## src/verilog/rv_decode_pkg.sv

```systemverilog
`default_nettype none

package rv_decode_pkg;

    // ~~~~~~~~~~~~~~~~~~~~~~~~~~~~~~
    // Widths.
    // ~~~~~~~~~~~~~~~~~~~~~~~~~~~~~~
    typedef logic [31:0] word_t;
    typedef logic [ 4:0] reg_idx_t;
    typedef logic [ 6:0] opcode_t;
    typedef logic [ 2:0] funct3_t;
    typedef logic [16:0] alu_op_t;
    typedef logic [ 2:0] mem_size_t;     // {word, half, byte}.

    // ~~~~~~~~~~~~~~~~~~~~~~~~~~~~~~
    // Major opcodes.
    // ~~~~~~~~~~~~~~~~~~~~~~~~~~~~~~
    localparam opcode_t OPC_OP     = 7'h33;
    localparam opcode_t OPC_OP_IMM = 7'h13;
    localparam opcode_t OPC_LOAD   = 7'h03;
    localparam opcode_t OPC_STORE  = 7'h23;
    localparam opcode_t OPC_BRANCH = 7'h63;
    localparam opcode_t OPC_JAL    = 7'h6f;
    localparam opcode_t OPC_JALR   = 7'h67;
    localparam opcode_t OPC_LUI    = 7'h37;
    localparam opcode_t OPC_AUIPC  = 7'h17;

    localparam logic [6:0] F7_BASE = 7'h00;
    localparam logic [6:0] F7_ALT  = 7'h20;     // sub and arithmetic shifts.

    // ~~~~~~~~~~~~~~~~~~~~~~~~~~~~~~
    // ALU one-hot bit positions.
    // ~~~~~~~~~~~~~~~~~~~~~~~~~~~~~~
    localparam int ALU_ADD  = 0;
    localparam int ALU_SUB  = 1;
    localparam int ALU_SLT  = 2;
    localparam int ALU_SLTU = 3;
    localparam int ALU_AND  = 4;
    localparam int ALU_OR   = 5;
    localparam int ALU_XOR  = 6;
    localparam int ALU_SLL  = 7;
    localparam int ALU_SRL  = 8;
    localparam int ALU_SRA  = 9;
    localparam int ALU_LUI  = 10;
    localparam int ALU_BNE  = 11;
    localparam int ALU_BEQ  = 12;
    localparam int ALU_BGE  = 13;
    localparam int ALU_BGEU = 14;
    localparam int ALU_BLT  = 15;
    localparam int ALU_BLTU = 16;

    typedef enum logic [5:0] {
        INS_ILLEGAL,
        INS_ADD, INS_SUB, INS_SLL, INS_SLT, INS_SLTU,
        INS_XOR, INS_SRL, INS_SRA, INS_OR, INS_AND,
        INS_ADDI, INS_SLTI, INS_SLTIU, INS_XORI, INS_ORI,
        INS_ANDI, INS_SLLI, INS_SRLI, INS_SRAI,
        INS_LB, INS_LH, INS_LW, INS_LBU, INS_LHU,
        INS_SB, INS_SH, INS_SW,
        INS_BEQ, INS_BNE, INS_BLT, INS_BGE, INS_BLTU, INS_BGEU,
        INS_JAL, INS_JALR, INS_LUI, INS_AUIPC
    } instr_e;

    typedef enum logic [2:0] {
        FMT_NONE, FMT_R, FMT_I, FMT_S, FMT_B, FMT_U, FMT_J
    } fmt_e;

endpackage

`default_nettype wire

```

## src/verilog/decode_stage_reg.sv

```systemverilog
`timescale 1ns/100ps
`default_nettype none

module decode_stage_reg
    import rv_decode_pkg::*;
(
    input  logic  clk,
    input  logic  rst,
    input  logic  in_valid,
    input  word_t in_inst,
    input  word_t in_pc,
    input  logic  out_ready,
    output logic  in_ready,
    output logic  out_valid,
    output word_t held_inst,
    output word_t held_pc
);

    typedef enum logic {
        EMPTY,
        FULL
    } state_e;

    state_e state;
    state_e next_state;
    logic   accept;

    // Refill on the same edge the held entry drains.
    assign in_ready  = (state == EMPTY) || out_ready;
    assign accept    = in_valid && in_ready;
    assign out_valid = (state == FULL);

    always_comb begin
        next_state = state;
        case (state)
            EMPTY: begin
                if (accept) begin
                    next_state = FULL;
                end
            end
            FULL: begin
                if (out_ready && !accept) begin
                    next_state = EMPTY;     // Drained, nothing new.
                end
            end
            default: next_state = EMPTY;
        endcase
    end

    always_ff @(posedge clk or posedge rst) begin
        if (rst) begin
            state <= EMPTY;
        end else begin
            state <= next_state;
        end
    end

    always_ff @(posedge clk) begin
        if (accept) begin
            held_inst <= in_inst;
            held_pc   <= in_pc;
        end
    end

endmodule

`default_nettype wire

```

## src/verilog/instr_match.sv

```systemverilog
`timescale 1ns/100ps
`default_nettype none

module instr_match
    import rv_decode_pkg::*;
(
    input  word_t  inst,
    output instr_e instr_id,
    output fmt_e   fmt
);

    opcode_t    opcode;
    funct3_t    funct3;
    logic [6:0] funct7;
    logic [5:0] funct6;

    assign opcode = inst[6:0];
    assign funct3 = inst[14:12];
    assign funct7 = inst[31:25];
    assign funct6 = inst[31:26];    // Bit 25 is shamt[5] on RV64.

    always_comb begin
        instr_id = INS_ILLEGAL;
        fmt      = FMT_NONE;
        case (opcode)
            OPC_OP: begin
                fmt = FMT_R;
                case (funct3)
                    3'h0: begin
                        if (funct7 == F7_BASE) instr_id = INS_ADD;
                        else if (funct7 == F7_ALT) instr_id = INS_SUB;
                    end
                    3'h1: if (funct7 == F7_BASE) instr_id = INS_SLL;
                    3'h2: if (funct7 == F7_BASE) instr_id = INS_SLT;
                    3'h3: if (funct7 == F7_BASE) instr_id = INS_SLTU;
                    3'h4: if (funct7 == F7_BASE) instr_id = INS_XOR;
                    3'h5: begin
                        if (funct7 == F7_BASE) instr_id = INS_SRL;
                        else if (funct7 == F7_ALT) instr_id = INS_SRA;
                    end
                    3'h6: if (funct7 == F7_BASE) instr_id = INS_OR;
                    default: if (funct7 == F7_BASE) instr_id = INS_AND;
                endcase
            end
            OPC_OP_IMM: begin
                fmt = FMT_I;
                case (funct3)
                    3'h0: instr_id = INS_ADDI;
                    3'h1: if (funct6 == F7_BASE[6:1]) instr_id = INS_SLLI;
                    3'h2: instr_id = INS_SLTI;
                    3'h3: instr_id = INS_SLTIU;
                    3'h4: instr_id = INS_XORI;
                    3'h5: begin
                        if (funct6 == F7_BASE[6:1]) instr_id = INS_SRLI;
                        else if (funct6 == F7_ALT[6:1]) instr_id = INS_SRAI;
                    end
                    3'h6: instr_id = INS_ORI;
                    default: instr_id = INS_ANDI;
                endcase
            end
            OPC_LOAD: begin
                fmt = FMT_I;
                case (funct3)
                    3'h0: instr_id = INS_LB;
                    3'h1: instr_id = INS_LH;
                    3'h2: instr_id = INS_LW;
                    3'h4: instr_id = INS_LBU;
                    3'h5: instr_id = INS_LHU;
                    default: instr_id = INS_ILLEGAL;
                endcase
            end
            OPC_STORE: begin
                fmt = FMT_S;
                case (funct3)
                    3'h0: instr_id = INS_SB;
                    3'h1: instr_id = INS_SH;
                    3'h2: instr_id = INS_SW;
                    default: instr_id = INS_ILLEGAL;
                endcase
            end
            OPC_BRANCH: begin
                fmt = FMT_B;
                case (funct3)
                    3'h0: instr_id = INS_BEQ;
                    3'h1: instr_id = INS_BNE;
                    3'h4: instr_id = INS_BLT;
                    3'h5: instr_id = INS_BGE;
                    3'h6: instr_id = INS_BLTU;
                    3'h7: instr_id = INS_BGEU;
                    default: instr_id = INS_ILLEGAL;
                endcase
            end
            OPC_JALR: begin
                fmt = FMT_I;
                if (funct3 == 3'h0) instr_id = INS_JALR;
            end
            OPC_JAL: begin
                fmt      = FMT_J;
                instr_id = INS_JAL;
            end
            OPC_LUI: begin
                fmt      = FMT_U;
                instr_id = INS_LUI;
            end
            OPC_AUIPC: begin
                fmt      = FMT_U;
                instr_id = INS_AUIPC;
            end
            default: instr_id = INS_ILLEGAL;    // CSR, fence, system.
        endcase
        if (instr_id == INS_ILLEGAL) begin
            fmt = FMT_NONE;
        end
    end

endmodule

`default_nettype wire

```

## src/verilog/control_gen.sv

```systemverilog
`timescale 1ns/100ps
`default_nettype none

module control_gen
    import rv_decode_pkg::*;
(
    input  instr_e    instr_id,
    output alu_op_t   alu_op,
    output logic      gpr_we,
    output logic      src1_is_pc,
    output logic      src2_is_imm,
    output logic      is_jump,
    output logic      is_branch,
    output logic      is_load,
    output logic      is_store,
    output mem_size_t mem_size,
    output logic      load_sext,
    output logic      illegal
);

    // ~~~~~~~~~~~~~~~~~~~~~~~~~~~~~~
    // ALU operation.
    // ~~~~~~~~~~~~~~~~~~~~~~~~~~~~~~
    always_comb begin
        alu_op = '0;
        case (instr_id)
            INS_ADD, INS_ADDI, INS_AUIPC, INS_JAL, INS_JALR,
            INS_LB, INS_LH, INS_LW, INS_LBU, INS_LHU,
            INS_SB, INS_SH, INS_SW:  alu_op[ALU_ADD]  = 1'b1;    // Address or sum.
            INS_SUB:                 alu_op[ALU_SUB]  = 1'b1;
            INS_SLT, INS_SLTI:       alu_op[ALU_SLT]  = 1'b1;
            INS_SLTU, INS_SLTIU:     alu_op[ALU_SLTU] = 1'b1;
            INS_AND, INS_ANDI:       alu_op[ALU_AND]  = 1'b1;
            INS_OR, INS_ORI:         alu_op[ALU_OR]   = 1'b1;
            INS_XOR, INS_XORI:       alu_op[ALU_XOR]  = 1'b1;
            INS_SLL, INS_SLLI:       alu_op[ALU_SLL]  = 1'b1;
            INS_SRL, INS_SRLI:       alu_op[ALU_SRL]  = 1'b1;
            INS_SRA, INS_SRAI:       alu_op[ALU_SRA]  = 1'b1;
            INS_LUI:                 alu_op[ALU_LUI]  = 1'b1;
            INS_BNE:                 alu_op[ALU_BNE]  = 1'b1;
            INS_BEQ:                 alu_op[ALU_BEQ]  = 1'b1;
            INS_BGE:                 alu_op[ALU_BGE]  = 1'b1;
            INS_BGEU:                alu_op[ALU_BGEU] = 1'b1;
            INS_BLT:                 alu_op[ALU_BLT]  = 1'b1;
            INS_BLTU:                alu_op[ALU_BLTU] = 1'b1;
            default:                 alu_op = '0;
        endcase
    end

    // ~~~~~~~~~~~~~~~~~~~~~~~~~~~~~~
    // Class flags and memory access.
    // ~~~~~~~~~~~~~~~~~~~~~~~~~~~~~~
    assign is_load  = instr_id inside {INS_LB, INS_LH, INS_LW, INS_LBU, INS_LHU};
    assign is_store = instr_id inside {INS_SB, INS_SH, INS_SW};
    assign is_branch = instr_id inside {INS_BEQ, INS_BNE, INS_BLT,
                                        INS_BGE, INS_BLTU, INS_BGEU};
    assign illegal  = (instr_id == INS_ILLEGAL);

    assign gpr_we      = !illegal && !is_store && !is_branch;
    assign is_jump     = is_branch || (instr_id == INS_JAL) || (instr_id == INS_JALR);
    assign src1_is_pc  = is_branch || (instr_id == INS_JAL) || (instr_id == INS_AUIPC);
    assign load_sext   = (instr_id == INS_LB) || (instr_id == INS_LH);

    // Everything but R-format takes an immediate.
    assign src2_is_imm = !illegal && !(instr_id inside {INS_ADD, INS_SUB, INS_SLL,
                                                        INS_SLT, INS_SLTU, INS_XOR,
                                                        INS_SRL, INS_SRA, INS_OR,
                                                        INS_AND});

    always_comb begin
        case (instr_id)
            INS_LW, INS_SW:          mem_size = 3'b100;
            INS_LH, INS_LHU, INS_SH: mem_size = 3'b010;
            INS_LB, INS_LBU, INS_SB: mem_size = 3'b001;
            default:                 mem_size = 3'b000;
        endcase
    end

endmodule

`default_nettype wire

```

## src/verilog/operand_fields.sv

```systemverilog
`timescale 1ns/100ps
`default_nettype none

module operand_fields
    import rv_decode_pkg::*;
(
    input  word_t    inst,
    input  fmt_e     fmt,
    output reg_idx_t rs1,
    output reg_idx_t rs2,
    output reg_idx_t rd,
    output word_t    imm
);

    word_t imm_i;
    word_t imm_s;
    word_t imm_b;
    word_t imm_u;
    word_t imm_j;

    assign rs1 = inst[19:15];
    assign rs2 = inst[24:20];
    assign rd  = inst[11:7];

    assign imm_i = {{20{inst[31]}}, inst[31:20]};
    assign imm_s = {{20{inst[31]}}, inst[31:25], inst[11:7]};
    assign imm_b = {{20{inst[31]}}, inst[7], inst[30:25], inst[11:8], 1'b0};
    assign imm_u = {inst[31:12], 12'b0};
    assign imm_j = {{12{inst[31]}}, inst[19:12], inst[20], inst[30:21], 1'b0};

    always_comb begin
        case (fmt)
            FMT_I:   imm = imm_i;
            FMT_S:   imm = imm_s;
            FMT_B:   imm = imm_b;
            FMT_U:   imm = imm_u;
            FMT_J:   imm = imm_j;
            default: imm = '0;      // R and none.
        endcase
    end

endmodule

`default_nettype wire

```

## src/verilog/rv_decode_top.sv

```systemverilog
`timescale 1ns/100ps
`default_nettype none

module rv_decode_top
    import rv_decode_pkg::*;
(
    input  logic      clk,
    input  logic      rst,
    input  logic      in_valid,
    input  word_t     in_inst,
    input  word_t     in_pc,
    input  logic      out_ready,
    output logic      in_ready,
    output logic      out_valid,
    output word_t     out_pc,
    output reg_idx_t  rs1,
    output reg_idx_t  rs2,
    output reg_idx_t  rd,
    output word_t     imm,
    output alu_op_t   alu_op,
    output logic      gpr_we,
    output logic      src1_is_pc,
    output logic      src2_is_imm,
    output logic      is_jump,
    output logic      is_branch,
    output logic      is_load,
    output logic      is_store,
    output mem_size_t mem_size,
    output logic      load_sext,
    output logic      illegal
);

    word_t  held_inst;
    instr_e instr_id;
    fmt_e   fmt;

    decode_stage_reg i_stage (
        .clk       (clk),
        .rst       (rst),
        .in_valid  (in_valid),
        .in_inst   (in_inst),
        .in_pc     (in_pc),
        .out_ready (out_ready),
        .in_ready  (in_ready),
        .out_valid (out_valid),
        .held_inst (held_inst),
        .held_pc   (out_pc)
    );

    instr_match i_match (
        .inst     (held_inst),
        .instr_id (instr_id),
        .fmt      (fmt)
    );

    control_gen i_ctrl (
        .instr_id    (instr_id),
        .alu_op      (alu_op),
        .gpr_we      (gpr_we),
        .src1_is_pc  (src1_is_pc),
        .src2_is_imm (src2_is_imm),
        .is_jump     (is_jump),
        .is_branch   (is_branch),
        .is_load     (is_load),
        .is_store    (is_store),
        .mem_size    (mem_size),
        .load_sext   (load_sext),
        .illegal     (illegal)
    );

    operand_fields i_fields (
        .inst (held_inst),
        .fmt  (fmt),
        .rs1  (rs1),
        .rs2  (rs2),
        .rd   (rd),
        .imm  (imm)
    );

endmodule

`default_nettype wire

```

## config.mk

```make
export PLATFORM = sky130hd
export DESIGN_NAME = rv_decode_top
export DESIGN_NICKNAME = d
export VERILOG_FILES = /design/src/verilog/rv_decode_pkg.sv /design/src/verilog/decode_stage_reg.sv /design/src/verilog/instr_match.sv /design/src/verilog/control_gen.sv /design/src/verilog/operand_fields.sv /design/src/verilog/rv_decode_top.sv
export SDC_FILE = /design/constraint.sdc
export NUM_CORES = 1
export LEC_CHECK = 0
export BUFFER_PORTS_ARGS = -buffer_cell sky130_fd_sc_hd__buf_2
export CAP_MARGIN = 30
export CORE_AREA = 4 4 96 98
export CTS_BUF_LIST = sky130_fd_sc_hd__clkbuf_4 sky130_fd_sc_hd__clkbuf_8 sky130_fd_sc_hd__clkbuf_16
export CTS_CLUSTER_DIAMETER = 50
export CTS_CLUSTER_SIZE = 14
export DETAILED_ROUTE_END_ITERATION = 16
export DIE_AREA = 0 0 100 102
export PLACE_DENSITY_LB_ADDON = 0.25
export SYNTH_ARGS = -nofsm -noshare
export SYNTH_HDL_FRONTEND = slang
export SYNTH_SLANG_ARGS = --single-unit
```

## constraint.sdc

```tcl
create_clock -name clk -period 5 [get_ports clk]
set_input_delay 0.75 -clock clk [delete_from_list [all_inputs] [get_ports clk]]
set_output_delay 0.75 -clock clk [all_outputs]
set_load 0.03 [all_outputs]
```

# After elaboration in Yosys (flattened, before gate mapping)
# Memories as Yosys holds them, arrays and structs flattened.
# Index checks and enable logic that the tools add are counted.
[op_classes]
n_eq_ne = 60
bitwise = 1
muxes = 44
reduce_logical = 34
[ops]
columns = ["op", "count"]
rows = [
  ["32-bit one-hot mux with 5 select lines", 1],
  ["6-bit by 5-bit equality test with 1-bit output, second input constant", 17],
  ["6-bit one-hot mux with 7 select lines", 2],
  ["6-bit one-hot mux with 9 select lines", 1],
  ["6-bit by 4-bit equality test with 1-bit output, second input constant", 8],
  ["6-bit equality test, second input constant", 6],
  ["6-bit one-hot mux with 6 select lines", 1],
  ["7-bit by 6-bit equality test with 1-bit output, second input constant", 4],
  ["5-bit one-hot mux with 5 select lines", 1],
  ["6-bit by 3-bit equality test with 1-bit output, second input constant", 4],
  ["6-bit 2-to-1 mux", 4],
  ["3-bit equality test, second input constant", 7],
  ["7-bit equality test, second input constant", 3],
  ["1-bit 2-to-1 mux", 19],
  ["3-bit one-hot mux with 6 select lines", 1],
  ["2-bit OR reduction", 9],
  ["3-bit 2-to-1 mux", 5],
  ["5-bit one-hot mux with 3 select lines", 1],
  ["7-bit by 5-bit equality test with 1-bit output, second input constant", 2],
  ["13-bit OR reduction", 1],
  ["3-bit by 2-bit equality test with 1-bit output, second input constant", 4],
  ["6-bit by 2-bit equality test with 1-bit output, second input constant", 2],
  ["6-bit zero test", 2],
  ["4-bit 2-to-1 mux", 3],
  ["17 further kinds", 31],
]
[totals]
output_inout_bits = 110
elab_cells = 143
mem_count = 1
regBits = 65
inputBits = 68
romBits = 96
[memory_table]
columns = ["memory", "words", "word_bits", "read_ports", "rd_clocked_by_memory_dff", "wr", "line_no", "text"]
rows = [
  ["(name not given)", 32, 3, 1, 0, 0, "control_gen.sv:71", "case (instr_id)"],
]

# Logic depth before layout (Yosys ltp)
# Gate-level depths: netlist of the first run.
[depth]
ltp_word = 10
mapped_depth = 16
depth_no_buf = 12

# Hierarchy
# A second synthesis of the first run with hierarchy kept.
[unflattened]
hier_cells = 370
area_unflattened_um2 = 4176.5
[by_module_without_submodules]
columns = ["module", "area_per_inst_um2", "n_inst", "cells_per_inst", "seq_area_each_um2"]
rows = [
  ["decode_stage_reg", 1979.4, 1, 69, 1946.9],
  ["instr_match", 824.5, 1, 109, 0.0],
  ["operand_fields", 772.0, 1, 105, 0.0],
  ["control_gen", 600.6, 1, 87, 0.0],
]

# Worst setup path after synthesis of the first run
# OpenSTA, ideal clock, no wires.
[synth_path]
kind = "register to output"
from = "register i_stage.held_inst[3]"
to = "output imm[20]"
path_slack_ns = 0.529
t_arrival_ns = 3.721
required_ns = 4.250
path_buffers = 5
stages_incl_launch_ff = 17
path_cell_list = "edfxtp_1 buf_2 nand4bb_1 buf_2 or2_2 clkbuf_1 a32oi_1 mux2_2 a211o_1 inv_1 ha_1 clkbuf_1 inv_1 nor4_4 nor3_2 buf_4 a21o_1"
[synth_via]
elab_chain_len = 6
word_cells_on_any_way = 21
cone_classes = "14 x eq/ne; 4 x mux; 3 x reduce/logical"
[synth_rtl]
columns = ["item", "line_no", "text"]
rows = [
  ["from (decl)", "decode_stage_reg.sv:15", "output word_t held_inst,"],
  ["from (signal assigned)", "decode_stage_reg.sv:60", "held_inst <= in_inst;"],
  ["7-bit by 5-bit equality test with 1-bit output (tied with other cells)", "instr_match.sv:25", "case (opcode)"],
  ["6-bit one-hot mux with 9 select lines *", "instr_match.sv:25", ""],
  ["6-bit zero test *", "--", ""],
  ["net illegal", "rv_decode_top.sv:30", "output logic illegal"],
  ["3-bit 2-to-1 mux *", "instr_match.sv:111", "if (instr_id == INS_ILLEGAL) begin"],
  ["3-bit equality test or 3-bit by 2-bit equality test with 1-bit output (tied branches)", "operand_fields.sv:32", "case (fmt)"],
  ["32-bit one-hot mux with 5 select lines *", "operand_fields.sv:32", ""],
  ["to (decl)", "rv_decode_top.sv:19", "output word_t imm,"],
]
# The timed path passes the listed nets; every way through them passes the cells marked *.

# Worst setup path in the final report of the first run
[layout_path]
from = "register i_stage.held_inst[26]"
to = "output imm[3]"
[layout_via]
elab_chain_len = 9
word_cells_on_any_way = 28
cone_classes = "7 x eq/ne; 18 x mux; 3 x reduce/logical"
[layout_rtl]
columns = ["item", "line_no", "text"]
rows = [
  ["7-bit by 6-bit equality test with 1-bit output or 6-bit by 5-bit equality test with 1-bit output (tied branches)", "instr_match.sv:31, instr_match.sv:39, instr_match.sv:55", ""],
  ["2-bit 2-to-1 mux (tied with other cells)", "instr_match.sv:31", "else if (funct7 == F7_ALT) instr_id = INS_SUB;"],
  ["6-bit 2-to-1 mux, on equally long branches", "instr_match.sv:30, instr_match.sv:38, instr_match.sv:54", ""],
  ["6-bit one-hot mux with 7 select lines, on equally long branches", "instr_match.sv:28, instr_match.sv:47", ""],
  ["6-bit one-hot mux with 9 select lines *", "instr_match.sv:25", ""],
  ["6-bit zero test *", "instr_match.sv:111", ""],
  ["3-bit 2-to-1 mux *", "instr_match.sv:111", ""],
  ["3-bit equality test or 3-bit by 2-bit equality test with 1-bit output (tied branches)", "operand_fields.sv:32", ""],
  ["32-bit one-hot mux with 5 select lines *", "operand_fields.sv:32", ""],
]
# Every way passes the cells marked *; elsewhere a longest branch is shown, timed or not.

==> flow_metrics.tcl, run 1 <==
set metrics [dict create \
    outcome "finished clean" \
    leakage_nw 2.31 \
    maxSlewHeadroom 0.498 \
    holdBufCountCts 0 \
    start_util 0.434 \
    cts_tree "yes" \
    grt_pass1_vias 3292 \
    ios 178 \
    peakVddDrop_mv 0.242 \
    seq_area_frac_synth 0.530 \
    cts_buffers 9 \
    final_cells 622 \
    clock_latency_ns 0.33 \
    setup_slack_ns 0.249 \
    clkSinkCount 65 \
    nets 581 \
    crit_arrival_ns 4.00 \
    hpwlAfterDp_um 8590 \
    antenna_cells 0 \
    finalClockSkew_ns 0.00410 \
    num_vias 3392 \
    grt_max_degree 34 \
    fmax_mhz 210 \
    place_area_mm2 0.00458 \
    hold_viol_final 0 \
    setup_viol 0 \
    synth_ff_type "edfxtp_1" \
    synth_area_mm2 0.00367 \
    overflow 0 \
    groute.usage.overall 0.215 \
    synthToLayoutAreaGrowth_pct 32.7 \
    placedCellCount 603 \
    drive_above_1_share 0.442 \
    ys_warn_count 0 \
    setup.worst_path.class "reg2out" \
    antenna_found_initial 0 \
    power_mw 1.38 \
    clockBufferDepth 2 \
    synth_edf_count 64 \
    via_per_inst 5.45 \
    ys_ff_latch 65 \
    tightest_slew_ns 0.752 \
    p_per_area_mw_per_mm2 284 \
    routed_wl_um 11300 \
    synth_cell_types 64 \
    fp.dieArea_mm2 0.0102 \
    r2r-end "i_stage.held_pc[24]" \
    dr.first_iter.drc_count 246 \
    required_ns 4.25 \
    crit_chain "or3_1 -> or4_1 -> or3_1 -> a21oi_1 -> nor3b_1 -> ha_1 -> inv_2 -> nor4_4 -> buf_4 -> buf_4 -> or2_2 -> nor2_1 -> buf_2" \
    r2r-start "i_stage.out_valid" \
    io_buffers 177 \
    period_needed_ns 4.75 \
    final_area_mm2 0.00487 \
    grt_pass1_wl_um 17200 \
    path_clk_slew_ns 0.07 \
    cts_htree_levels 3 \
    pre_cts_slack_ns 0.389 \
    max_stage_delay_ns 0.50 \
    first_pass_iters 5 \
    maxCapViolations 0 \
    whs_ns 0.237 \
    syn-instance-count 344 \
    fp-row-count 34 \
    fill_cells 733 \
    crit_path_end_kind "output pin" \
    gp_congestion 0.905 \
    ant_nets 0 \
    synthArstFlopShare 0.0154 \
    cts_root_buf "clkbuf_8" \
    avgRoutedWirePerCell_um 18.2 \
    core_area_mm2 0.00847 \
    die_y_um 102 \
    synth_nets 416 \
    fp.dieW_um 100 \
    crit_path_start_kind "flip-flop" \
    drv_slew 0 \
    cp_max_fo 10 \
    reg2reg_depth 3 \
    syn_avg_cell_area_um2 10.7 \
    hold_path.class "in2async" \
    drc 0 \
    reg2reg_slack_ns 3.00 \
    fin_crit_sh 0.950 \
    slowest_stage "or3_1" \
]
==> synth_stat cells (4+ instances only) <==
cell,instances,share of area
nand2b_1,8,0.014
or3_1,5,0.0085
a21o_1,21,0.043
nand3_1,7,0.0095
inv_1,10,0.010
and2_1,12,0.020
nand2_1,21,0.021
buf_4,17,0.035
o21ai_0,16,0.022
a31oi_1,4,0.0068
buf_2,4,0.0055
a21oi_1,12,0.016
and3_1,6,0.010
ha_1,4,0.014
nor3_1,16,0.022
or2_2,4,0.0068
edfxtp_1,64,0.52
a22oi_1,7,0.014
nor2_1,29,0.030
clkbuf_1,16,0.016
==> registers in the layout, indices dropped and copies added, names as in the netlist <==
register,cells
i_stage.held_inst,32
i_stage.held_pc,32
i_stage.out_valid,1
==> layer usage <==
layer  part of all wire  GRT usage  up-vias
met3              0.096     0.0628       19
met4              0.020     0.0705        0
met1               0.39      0.269     1578
li1                   -          -     1609
met2               0.49      0.361      186
met5                  0          0        -
==> through the flow <==
stage               utilization  setup TNS (ns)
CTS                       0.569               0
global placement          0.541               0
global route              0.576        -0.00692
detailed placement        0.541               0
finish                    0.576               0
floorplan                     -               0
==> worst max-delay path by stage <==
| stage | endpoint | slack (ns) | cells past startpoint | startpoint |
|---|---|---|---|---|
| floorplan | imm[20] | 0.53 | 16 | i_stage.held_inst[3] |
| global placement | imm[29] | 0.47 | 15 | i_stage.held_inst[3] |
| detailed placement | imm[29] | 0.39 | 14 | i_stage.held_inst[3] |
| CTS | imm[29] | 0.01 | 14 | i_stage.held_inst[3] |
| global route | imm[4] | -0.005 | 15 | i_stage.held_inst[29] |
| finish | imm[3] | 0.25 | 13 | i_stage.held_inst[26] |
==> power breakdown <==
group | switching [mW] | internal (mW) | total (mW)
Combinational | 0.126 | 0.0663 | 0.192
Clock | 0.200 | 0.331 | 0.531
Sequential | 0.0249 | 0.636 | 0.661
Total | 0.351 | 1.03 | 1.38
==> placed cells by master (no fill, tap or decap), types with 2 or more instances in the layout <==
| cell type | count |
|---|---|
| inv_1 | 9 |
| o41ai_1 | 3 |
| edfxtp_1 | 64 |
| o22ai_1 | 2 |
| a31oi_1 | 4 |
| nor2b_1 | 3 |
| or4_1 | 2 |
| clkbuf_8 | 9 |
| clkinv_4 | 2 |
| a311oi_1 | 2 |
| nor2_1 | 28 |
| o21ai_0 | 16 |
| buf_4 | 16 |
| bufinv_16 | 3 |
| o211ai_1 | 2 |
| ha_1 | 4 |
| nand3_1 | 7 |
| and3_1 | 6 |
| nand2b_1 | 8 |
| o32ai_1 | 2 |
| a32oi_1 | 3 |
| nand2_1 | 21 |
| a22oi_1 | 7 |
| a21oi_1 | 12 |
| a21o_1 | 21 |
| nor4_1 | 3 |
| and2_1 | 11 |
| mux2i_1 | 3 |
| buf_2 | 177 |
| or2_2 | 4 |
| a21boi_0 | 2 |
| or3_1 | 5 |
| nor3_1 | 15 |
==> worst max-delay path, delay by kind of cell, from the launching register on <==
| family | cells | cell delay, ns |
|---|---|---|
| AND/OR/NAND/NOR | 7 | 1.95 |
| buffers and inverters | 4 | 0.70 |
| flip-flops | 1 | 0.43 |
| adder cells (fa/ha/maj) | 1 | 0.32 |
| AO/OA/AOI/OAI | 1 | 0.26 |
==> cell families after synthesis <==
| kind of cell | after synthesis | synth area share |
|---|---|---|
| simple gates | 131 | 0.197 |
| buf+inv | 49 | 0.0688 |
| flops | 65 | 0.530 |
| fa+ha+maj | 4 | 0.0136 |
| compound gates | 91 | 0.179 |
| mux | 4 | 0.0112 |
==> area by class of cell <==
class	instances	area, um2	share of cell area
Clock inverter	7	119	0.0244
Multi-Input combinational cell	230	1500	0.309
Clock buffer	9	124	0.0254
Timing Repair Buffer	193	1010	0.206
Inverter	10	37.5	0.00770
Tap cell	108	135	0.0277
Sequential cell	65	1950	0.400
==> what timing repair did <==
item | in CTS | in global routing
setup endpoints to repair | 0 | 30
setup buffers | 0 | 3
gates resized for setup | 0 | 6
hold endpoints to repair | 0 | 0
Power figures use the tool's default switching activity.
==> run 2, diff against run 1 <==
Settings changed: CORE_AREA 4 4 96 98 to 4 4 94 96, DIE_AREA 0 0 100 102 to 0 0 98 100.
==> flow_metrics.tcl, run 2 (synthesized netlist as in run 1, its figures left out) <==
set metrics [dict create \
    fin_crit_sh 0.931 \
    drc 0 \
    hold_viol_final 0 \
    cts_buffers 9 \
    drv_slew 0 \
    tightest_slew_ns 0.778 \
    finalSetupTns_ns 0 \
    met1_usage 0.272 \
    crit_arrival_ns 3.90 \
    maxCapViolations 0 \
    setup_viol 0 \
    slowest_stage "edfxtp_1" \
    grtUsageMet3 0.0757 \
    crit_top_cell "inv_1" \
    fp.dieArea_mm2 0.00980 \
    met2_usage 0.380 \
    clockBufferDepth 2 \
    die_y_um 100 \
    cts_tree "yes" \
    max_stage_delay_ns 0.52 \
    ant_nets 0 \
    ff_latch_area_mm2 0.00195 \
    cts_htree_levels 3 \
    multi_input_area_mm2 0.00149 \
    start_util 0.456 \
    place_area_mm2 0.00454 \
    num_vias 3398 \
    top_usage_layer "met2" \
    period_needed_ns 4.65 \
    avgRoutedWirePerCell_um 18.3 \
    peakVddDrop_mv 0.270 \
    maxSlewHeadroom 0.481 \
    p_per_area_mw_per_mm2 285 \
    holdBufCountCts 0 \
    overflow 0 \
    nets 580 \
    final_cell_mix "buf_2, edfxtp_1, nor2_1" \
    cts_root_buf "clkbuf_8" \
    required_ns 4.25 \
    grt_pass1_wl_um 17400 \
    fill_cells 701 \
    antenna_cells 0 \
    routed_wl_um 11300 \
    first_pass_iters 4 \
    final_common_cell "buf_2" \
    hpwlAfterDp_um 8590 \
    rsz0062_at_grt "false" \
    fmax_mhz 215 \
    power_mw 1.38 \
    final_area_mm2 0.00485 \
    hold_path.class "in2async" \
    synthToLayoutAreaGrowth_pct 32.1 \
    fp.dieW_um 98 \
    antenna_found_initial 0 \
    grt_max_degree 34 \
    clkSinkCount 65 \
    drive_above_1_share 0.442 \
    placedCellCount 596 \
    setup.worst_path.class "reg2out" \
    fp-row-count 33 \
    leakage_nw 2.30 \
    core_area_mm2 0.00805 \
    via_per_inst 5.50 \
    io_buffers 177 \
    dr.first_iter.drc_count 257 \
    path_clk_slew_ns 0.07 \
    crit_chain "nand4bb_2 -> nor3_2 -> a21oi_1 -> a21o_1 -> a32oi_1 -> a211o_1 -> inv_1 -> ha_1 -> nor4_1 -> o31a_1 -> inv_1 -> nor3_1 -> buf_2" \
    grt_pass1_vias 3301 \
    crit_path_start_kind "flip-flop" \
    finalClockSkew_ns 0.00531 \
    gp_congestion 1.01 \
    cp_max_fo 12 \
    crit_path_end_kind "output pin" \
    outcome "finished clean" \
    ios 178 \
    groute.usage.overall 0.225 \
    final_cells 618 \
    clock_latency_ns 0.33 \
]
-- run 2: final cells by class --
type	instances	area share
clock buffer	9	0.0255
timing repair buffer	192	0.206
inverter	10	0.00774
tap	105	0.0271
sequential	65	0.401
clock inverter	7	0.0245
multi-input combinational	230	0.308
-- run 2: worst paths after layout --
| check | from | cells past startpoint | slack (ns) | end |
|---|---|---|---|---|
| hold / removal | rst | 2 | 0.23 | i_stage.out_valid |
| min in group clk | i_stage.out_valid | 2 | 0.56 | i_stage.out_valid |
| setup / recovery | i_stage.held_inst[3] | 13 | 0.35 | gpr_we |
| max in group asynchronous | rst | 2 | 4.68 | i_stage.out_valid |
| setup reg to reg | i_stage.out_valid | 3 | 2.98 | i_stage.held_inst[23] |
| hold reg to reg | i_stage.out_valid | 2 | 0.56 | i_stage.out_valid |
-- run 2: per-layer routing --
metal  vias up  wire length (um)
li1       1602                 -
met3        18              1110
met2       201              5660
met4         0               216
met1      1577              4320
met5         -                 0
-- run 2: critical path: cells and delay by family (launching register included) --
kind,cells,cell delay (ns)
adders and majority gates,1,0.34
and+or+nand+nor,4,1.38
AOI/OAI and AO/OA,5,0.95
buffers and inverters,3,0.38
DFF,1,0.52
-- run 2: what timing repair did --
item                       CTS  global route
setup buffers                0             5
pin swaps                    1             1
setup endpoints to repair    3            32
resized for setup            0             5
-- run 2: report_power, final --
group          total (mW)  switching (mW)  internal, mW  leakage [nW]
combinational       0.192           0.127        0.0655          1.56
sequential          0.660          0.0242         0.636         0.620
clock               0.532           0.201         0.331         0.117
-- run 2: stage by stage --
step / setup slack (ns) / hold slack, ns / util
2_1_floorplan: 0.529 / 0.479 / -
6_report: 0.346 / 0.233 / 0.602
3_5_place_dp: 0.391 / 0.542 / 0.564
3_3_place_gp: 0.572 / 0.498 / 0.564
4_1_cts: 0.00509 / 0.215 / 0.594
5_1_grt: 0.0823 / 0.204 / 0.602
